[src/logic/axis_beat_pkg.sv]
package axis_beat_pkg;

  // --------------------
  // Stream geometry
  // --------------------

  // Default TDATA width of the outgoing stream
  localparam int TDATA_W = 32;

  // Peer sources sharing the one stream
  localparam int NUM_SRC = 2;

  // --------------------
  // Beat
  // --------------------

  // One stream beat, generator to arbiter and arbiter to top
  typedef struct packed {
    logic [TDATA_W-1:0] data;
    logic               last;
  } axis_beat_t;

endpackage

[src/logic/burst_gen_pkg.sv]
package burst_gen_pkg;

  // Generator FSM
  typedef enum logic [1:0] {
    idle       = 2'b00,
    start_wait = 2'b01,
    send_burst = 2'b10
  } gen_state_e;

  // --------------------
  // Payload layout, MSB first
  // --------------------
  localparam int SRC_FIELD_W  = 8;
  localparam int PKT_FIELD_W  = 8;
  localparam int BEAT_FIELD_W = 16;
  localparam int PAYLOAD_W    = SRC_FIELD_W + PKT_FIELD_W + BEAT_FIELD_W;

  // Start delay counter, bounds START_COUNT
  localparam int WAIT_CNT_W = 16;

  // Source, packet count, beat index
  function automatic logic [PAYLOAD_W-1:0] make_payload(
    input logic [SRC_FIELD_W-1:0]  src,
    input logic [PKT_FIELD_W-1:0]  pkt,
    input logic [BEAT_FIELD_W-1:0] beat
  );
    return {src, pkt, beat};
  endfunction

endpackage

[src/logic/burst_gen.sv]
`timescale 1ns/10ps

module burst_gen
  import axis_beat_pkg::*;
  import burst_gen_pkg::*;
#(
  parameter int DATA_W      = TDATA_W,
  parameter int BURST_LEN   = 8,
  parameter int START_COUNT = 4,
  parameter int SRC_ID      = 0
) (
  input  logic       M_AXIS_ACLK,
  input  logic       M_AXIS_ARESETN,
  output axis_beat_t beat,
  output logic       valid,
  input  logic       ready
);

  localparam logic [WAIT_CNT_W-1:0]   WAIT_LAST = WAIT_CNT_W'(START_COUNT - 1);
  localparam logic [BEAT_FIELD_W-1:0] BEAT_LAST = BEAT_FIELD_W'(BURST_LEN - 1);
  localparam logic [SRC_FIELD_W-1:0]  SRC_NUM   = SRC_FIELD_W'(SRC_ID);

  gen_state_e              state_q;
  logic [WAIT_CNT_W-1:0]   wait_cnt_q;
  logic [BEAT_FIELD_W-1:0] beat_idx_q;
  logic [BEAT_FIELD_W-1:0] beat_idx_nxt;
  logic [PKT_FIELD_W-1:0]  pkt_cnt_q;
  logic                    valid_q;
  logic                    last_q;
  logic [DATA_W-1:0]       data_q;
  logic                    xfer;
  logic                    burst_end;

  // Elaboration checks
  if (DATA_W != TDATA_W) begin : g_bad_data_w
    $error("burst_gen: DATA_W must equal the stream TDATA_W");
  end
  if (DATA_W < PAYLOAD_W) begin : g_narrow_data_w
    $error("burst_gen: DATA_W too narrow for the payload fields");
  end
  if (START_COUNT < 1 || BURST_LEN < 1) begin : g_bad_counts
    $error("burst_gen: START_COUNT and BURST_LEN must be at least 1");
  end

  assign xfer         = valid_q && ready;
  assign burst_end    = xfer && (beat_idx_q == BEAT_LAST);
  assign beat_idx_nxt = beat_idx_q + 1'b1;

  // --------------------
  // Control FSM
  // --------------------
  always_ff @(posedge M_AXIS_ACLK) begin
    if (!M_AXIS_ARESETN) begin
      state_q    <= idle;
      wait_cnt_q <= '0;
    end else begin
      unique case (state_q)
        idle: begin
          state_q    <= start_wait;
          wait_cnt_q <= '0;
        end
        start_wait: begin
          if (wait_cnt_q == WAIT_LAST) begin
            state_q <= send_burst;
          end else begin
            wait_cnt_q <= wait_cnt_q + 1'b1;
          end
        end
        send_burst: begin
          if (burst_end) begin
            state_q <= idle;
          end
        end
        default: state_q <= idle;
      endcase
    end
  end

  // --------------------
  // Beat sequencing
  // --------------------
  // First cycle of send_burst raises valid one cycle after entry
  always_ff @(posedge M_AXIS_ACLK) begin
    if (!M_AXIS_ARESETN) begin
      valid_q    <= 1'b0;
      last_q     <= 1'b0;
      beat_idx_q <= '0;
      pkt_cnt_q  <= '0;
    end else if (state_q == send_burst) begin
      if (!valid_q) begin
        valid_q <= 1'b1;
        last_q  <= (beat_idx_q == BEAT_LAST);
      end else if (burst_end) begin
        valid_q    <= 1'b0;
        last_q     <= 1'b0;
        beat_idx_q <= '0;
        // Wraps at 256
        pkt_cnt_q  <= pkt_cnt_q + 1'b1;
      end else if (xfer) begin
        beat_idx_q <= beat_idx_nxt;
        last_q     <= (beat_idx_nxt == BEAT_LAST);
      end
    end
  end

  // Data word, held under back-pressure
  always_ff @(posedge M_AXIS_ACLK) begin
    if (state_q == send_burst) begin
      if (!valid_q) begin
        data_q <= DATA_W'(make_payload(SRC_NUM, pkt_cnt_q, beat_idx_q));
      end else if (xfer && !burst_end) begin
        data_q <= DATA_W'(make_payload(SRC_NUM, pkt_cnt_q, beat_idx_nxt));
      end
    end
  end

  assign beat  = '{data: data_q, last: last_q};
  assign valid = valid_q;

endmodule

[src/logic/packet_arbiter.sv]
`timescale 1ns/10ps

module packet_arbiter
  import axis_beat_pkg::*;
#(
  parameter int NUM_SRC = axis_beat_pkg::NUM_SRC
) (
  input  logic               M_AXIS_ACLK,
  input  logic               M_AXIS_ARESETN,
  input  axis_beat_t         src_beat [NUM_SRC],
  input  logic [NUM_SRC-1:0] src_valid,
  output logic [NUM_SRC-1:0] src_ready,
  output axis_beat_t         out_beat,
  output logic               out_valid,
  input  logic               out_ready
);

  localparam int IDX_W = (NUM_SRC > 1) ? $clog2(NUM_SRC) : 1;

  logic [IDX_W-1:0] grant_q;
  logic             locked_q;
  logic [IDX_W-1:0] served_q;
  logic [IDX_W-1:0] sel;
  logic [IDX_W:0]   pick;
  logic [IDX_W:0]   rot;
  logic             last_xfer;

  // {found, index} of the first requester after base, up to span steps
  function automatic logic [IDX_W:0] next_req(
    input logic [IDX_W-1:0]   base,
    input logic [NUM_SRC-1:0] req,
    input int                 span
  );
    logic [IDX_W:0] res;
    int             cand;
    res = '0;
    // Walk backwards so the nearest one wins
    for (int k = span; k >= 1; k--) begin
      cand = (int'(base) + k) % NUM_SRC;
      if (req[cand]) begin
        res = {1'b1, IDX_W'(cand)};
      end
    end
    return res;
  endfunction

  // --------------------
  // Selection
  // --------------------
  // Released: the source after the last served one has priority
  assign pick = next_req(served_q, src_valid, NUM_SRC);
  assign sel  = locked_q ? grant_q : pick[IDX_W-1:0];

  // Hand-over target, never the source just finishing
  assign rot = next_req(sel, src_valid, NUM_SRC - 1);

  assign out_beat  = src_beat[sel];
  assign out_valid = src_valid[sel];
  assign last_xfer = out_valid && out_ready && out_beat.last;

  always_comb begin
    src_ready      = '0;
    src_ready[sel] = out_ready;
  end

  // --------------------
  // Grant state
  // --------------------
  always_ff @(posedge M_AXIS_ACLK) begin
    if (!M_AXIS_ARESETN) begin
      grant_q  <= '0;
      locked_q <= 1'b0;
      // Nobody served yet, so source 0 comes first
      served_q <= IDX_W'(NUM_SRC - 1);
    end else if (last_xfer) begin
      served_q <= sel;
      locked_q <= rot[IDX_W];
      if (rot[IDX_W]) begin
        grant_q <= rot[IDX_W-1:0];
      end
    end else if (!locked_q && pick[IDX_W]) begin
      locked_q <= 1'b1;
      grant_q  <= pick[IDX_W-1:0];
    end
  end

endmodule

[src/logic/stream_src_top.sv]
`timescale 1ns/10ps

module stream_src_top
  import axis_beat_pkg::*;
#(
  parameter int DATA_W        = TDATA_W,
  parameter int BURST_LEN     = 8,
  parameter int START_COUNT_0 = 4,
  parameter int START_COUNT_1 = 6
) (
  input  logic                M_AXIS_ACLK,
  input  logic                M_AXIS_ARESETN,
  output logic                M_AXIS_TVALID,
  output logic [DATA_W-1:0]   M_AXIS_TDATA,
  output logic [DATA_W/8-1:0] M_AXIS_TSTRB,
  output logic                M_AXIS_TLAST,
  input  logic                M_AXIS_TREADY
);

  axis_beat_t         gen_beat [NUM_SRC];
  logic [NUM_SRC-1:0] gen_valid;
  logic [NUM_SRC-1:0] gen_ready;
  axis_beat_t         arb_beat;
  logic               arb_valid;

  // --------------------
  // Sources
  // --------------------
  burst_gen #(
    .DATA_W      (DATA_W),
    .BURST_LEN   (BURST_LEN),
    .START_COUNT (START_COUNT_0),
    .SRC_ID      (0)
  ) i_gen_0 (
    .M_AXIS_ACLK    (M_AXIS_ACLK),
    .M_AXIS_ARESETN (M_AXIS_ARESETN),
    .beat           (gen_beat[0]),
    .valid          (gen_valid[0]),
    .ready          (gen_ready[0])
  );

  burst_gen #(
    .DATA_W      (DATA_W),
    .BURST_LEN   (BURST_LEN),
    .START_COUNT (START_COUNT_1),
    .SRC_ID      (1)
  ) i_gen_1 (
    .M_AXIS_ACLK    (M_AXIS_ACLK),
    .M_AXIS_ARESETN (M_AXIS_ARESETN),
    .beat           (gen_beat[1]),
    .valid          (gen_valid[1]),
    .ready          (gen_ready[1])
  );

  // Packet-locked merge onto M_AXIS
  packet_arbiter #(
    .NUM_SRC (NUM_SRC)
  ) i_arb (
    .M_AXIS_ACLK    (M_AXIS_ACLK),
    .M_AXIS_ARESETN (M_AXIS_ARESETN),
    .src_beat       (gen_beat),
    .src_valid      (gen_valid),
    .src_ready      (gen_ready),
    .out_beat       (arb_beat),
    .out_valid      (arb_valid),
    .out_ready      (M_AXIS_TREADY)
  );

  assign M_AXIS_TVALID = arb_valid;
  assign M_AXIS_TDATA  = arb_beat.data;
  assign M_AXIS_TLAST  = arb_beat.last;
  // Every byte lane is a data byte
  assign M_AXIS_TSTRB  = '1;

endmodule

[config.mk]
export PLATFORM = sky130hd
export DESIGN_NAME = stream_src_top
export DESIGN_NICKNAME = d
export VERILOG_FILES = /design/src/logic/axis_beat_pkg.sv /design/src/logic/burst_gen_pkg.sv /design/src/logic/burst_gen.sv /design/src/logic/packet_arbiter.sv /design/src/logic/stream_src_top.sv
export SDC_FILE = /design/constraint.sdc
export NUM_CORES = 1
export LEC_CHECK = 0
export ABC_CLOCK_PERIOD_IN_PS = 3800
export BUFFER_PORTS_ARGS = -buffer_cell sky130_fd_sc_hd__buf_2
export CORE_MARGIN = 2
export CORE_UTILIZATION = 25
export DETAILED_ROUTE_END_ITERATION = 8
export PLACE_DENSITY = 0.46
export SLEW_MARGIN = 20
export SYNTH_ARGS = -nofsm -noshare
export SYNTH_HDL_FRONTEND = slang
export SYNTH_SLANG_ARGS = --single-unit
[constraint.sdc]
create_clock -name M_AXIS_ACLK -period 3.8 [get_ports M_AXIS_ACLK]
set_input_delay 0.38 -clock M_AXIS_ACLK [delete_from_list [all_inputs] [get_ports M_AXIS_ACLK]]
set_output_delay 0.38 -clock M_AXIS_ACLK [all_outputs]
set_load 0.005 [all_outputs]
==> impl_metrics.env <==
export IMPL_path_buf_inv=3
export IMPL_period_share=0.882
export IMPL_synth_common_cells="139 x nand2_1, 96 x nor2_1, 91 x dfxtp_1"
export IMPL_hold_class="primary input to flop"
export IMPL_startpoint_type="flop"
export IMPL_placed_area_mm2=0.00761
export IMPL_antenna_found_initial=1
export IMPL_slew_headroom=0.266
export IMPL_fillCellCount=3115
export IMPL_drc=0
export IMPL_ioPinCount=41
export IMPL_cts_tree="built"
export IMPL_yosys_area_share_simple=0.268
export IMPL_setup_viol=0
export IMPL_cp_cell_sequence="a21bo_2 -> o21a_1 -> buf_4 -> clkinv_1 -> nand2_1 -> nand2_1 -> buf_2"
export IMPL_via_per_inst=4.58
export IMPL_wl_per_cell_um=14.4
export IMPL_coreArea_mm2=0.0285
export IMPL_clkTransAtPathRegs_ns=0.06
export IMPL_powerDensity_mw_per_mm2=395
export IMPL_ys_flop_type="dfxtp_1"
export IMPL_worstPathRequired_ns=3.42
export IMPL_total_power_uw=3230
export IMPL_die_area_mm2=0.0303
export IMPL_place_congestion=0.825
export IMPL_post_cts_resized=0
export IMPL_htreeDepth=4
export IMPL_synth_top_area_share=0.252
export IMPL_synthAdderAreaFrac=0.0156
export IMPL_yosysWarnings=0
export IMPL_ys_seq_elements=139
export IMPL_synth_top_family_by_area="simple AND/OR/NAND/NOR gates"
export IMPL_rows=62
export IMPL_synth_edf_count=48
export IMPL_synth_compound_area_frac=0.0956
export IMPL_slew_violations=0
export IMPL_min_period_ns=3.35
export IMPL_synth_xor_area_frac=0.101
export IMPL_outcome="finished clean"
export IMPL_cts_hold_buf=0
export IMPL_grt_start_max_net_pins=45
export IMPL_drt_antenna_violating_nets=0
export IMPL_area_growth_pct=13.3
export IMPL_worst_ep_arrival_time_ns=2.97
export IMPL_max_cap_violations=0
export IMPL_syn_inst=832
export IMPL_synth_area_leader_cell="dfxtp_1"
export IMPL_drive_above_1_share=0.110
export IMPL_synth_distinct_cells=65
export IMPL_critical_path_top_delay_family="buffers and inverters"
export IMPL_syn_avg_cell_area_um2=8.69
export IMPL_dp_hpwl_um=12400
export IMPL_first_pass_iters=5
export IMPL_clock_fmax_mhz=299
export IMPL_crit_type="flop to primary output"
export IMPL_async_flop_share=0
export IMPL_nNetsFinal=846
export IMPL_drtIter0Drc=417
export IMPL_tightest_slew_ns=1.09
export IMPL_via_count=5637
export IMPL_leakage_uw=0.00287
export IMPL_slowest_stage="clkinv_1"
export IMPL_multiInputGateArea_mm2=0.00361
export IMPL_cts_sinks=139
export IMPL_ir_drop_mv=0.264
export IMPL_hold_viol_final=0
export IMPL_ys_top_cells_by_area="dfxtp_1 25%, edfxtp_1 20%, nand2_1 7.2%, xor2_1 5.1%, nor2_1 5.0%"
export IMPL_start_util=0.253
export IMPL_synth_mux_area_frac=0.0132
export IMPL_yosysMostFrequentCell="nand2_1"
export IMPL_grt_pass1_wl_um=29100
export IMPL_endpoint_kind="primary output"
export IMPL_portBuffers=29
export IMPL_yosysSeqAreaShare=0.451
export IMPL_crit_path_frequent_cell="nand2_1"
export IMPL_post_cts_buffers=0
export IMPL_rsz0062_at_grt="no"
export IMPL_tns_ns=0
export IMPL_grt_overflow=0
export IMPL_netlist_area_mm2=0.00723
export IMPL_clk_path_buf_depth=2
export IMPL_die_h_um=174
export IMPL_die_w_um=174
export IMPL_fin_area_mm2=0.00819
export IMPL_root_buffer="clkbuf_16"
export IMPL_wl_um=17700
export IMPL_cpPeakStageDelay_ns=0.70
export IMPL_critPathMaxFanout=28
export IMPL_skew_ns=0.0217
export IMPL_track_usage=0.121
export IMPL_grt_pass1_vias=5301
export IMPL_whs_ns=0.336
export IMPL_seq_area_mm2=0.00326
export IMPL_cts_made_buffers=17
export IMPL_clock_latency_ns=0.44
per-layer routing:
layer	vias up	track usage	wire length, um
met4	0	0.0333	174
met5	-	0	0
li1	2875	-	-
met3	13	0.0359	810
met2	96	0.180	7670
met1	2653	0.170	9090
worst paths after layout:
check | startpoint | to | slack, ns | cells after the start
max | i_gen_1.valid | M_AXIS_TDATA[9] | 0.45 | 7
min reg2reg | i_gen_1.pkt_cnt_q[7] | i_gen_1.data_q[23] | 0.46 | 0
max reg2reg | i_gen_1.valid | i_gen_1.beat_idx_q[13] | 0.95 | 5
min | M_AXIS_ARESETN | i_arb.served_q | 0.34 | 2
registers in the layout (all words and copies together) (netlist names):
name / count
i_gen_1.data_q: 24
i_gen_0.wait_cnt_q: 16
i_gen_0.last_q: 1
i_arb.locked_q: 1
i_gen_1.last_q: 1
i_arb.served_q: 1
i_gen_0.valid: 1
i_arb.grant_q: 1
i_gen_1.beat_idx_q: 16
i_gen_1.valid: 1
i_gen_1.wait_cnt_q: 16
i_gen_0.state_q: 2
i_gen_0.beat_idx_q: 16
i_gen_0.pkt_cnt_q: 8
i_gen_1.pkt_cnt_q: 8
i_gen_0.data_q: 24
i_gen_1.state_q: 2
final cells by class:
type                       count  share of cell area
multi-input combinational    626               0.441
clock inverter                14              0.0180
clock buffer                  18              0.0524
inverter                      12             0.00550
antenna                        1            0.000305
timing repair buffer          38              0.0260
sequential                   139               0.398
tap                          384              0.0587
metrics by stage:
step | worst slack (ns) | instances | utilization
finish | 0.450 | 1232 | 0.287
global route | 0.162 | 1231 | 0.287
CTS | 0.389 | 1231 | 0.287
detailed placement | 0.864 | 1199 | 0.267
global placement | 0.924 | 1199 | 0.267
floorplan | 1.01 | 841 | -
placed cells by master, fill, tap and decap left out, types with 10 or more instances in the layout:
| cell | count |
|---|---|
| a21oi_1 | 49 |
| and3_1 | 15 |
| buf_2 | 29 |
| clkbuf_16 | 17 |
| conb_1 | 11 |
| dfxtp_1 | 91 |
| edfxtp_1 | 48 |
| inv_1 | 10 |
| nand2_1 | 139 |
| nand3_1 | 27 |
| nand4_1 | 28 |
| nor2_1 | 95 |
| nor3_1 | 18 |
| nor4_1 | 11 |
| o21ai_0 | 32 |
| or3_1 | 11 |
| xnor2_1 | 41 |
| xor2_1 | 42 |
logic make-up after synthesis:
logic type,Yosys count
AOI/OAI and AO/OA,117
DFF,139
muxes,9
buffers and inverters,76
other,2
xor gates and xnor gates,83
adders and majority gates,9
and+or+nand+nor,397
where the power goes:
part | internal (uW) | total, uW | switching [uW]
Sequential | 1530 | 1540 | 6.88
Clock | 926 | 1650 | 720
Combinational | 14.0 | 48.2 | 34.2
Total | 2470 | 3230 | 761
(Power assumes the default switching activity.)
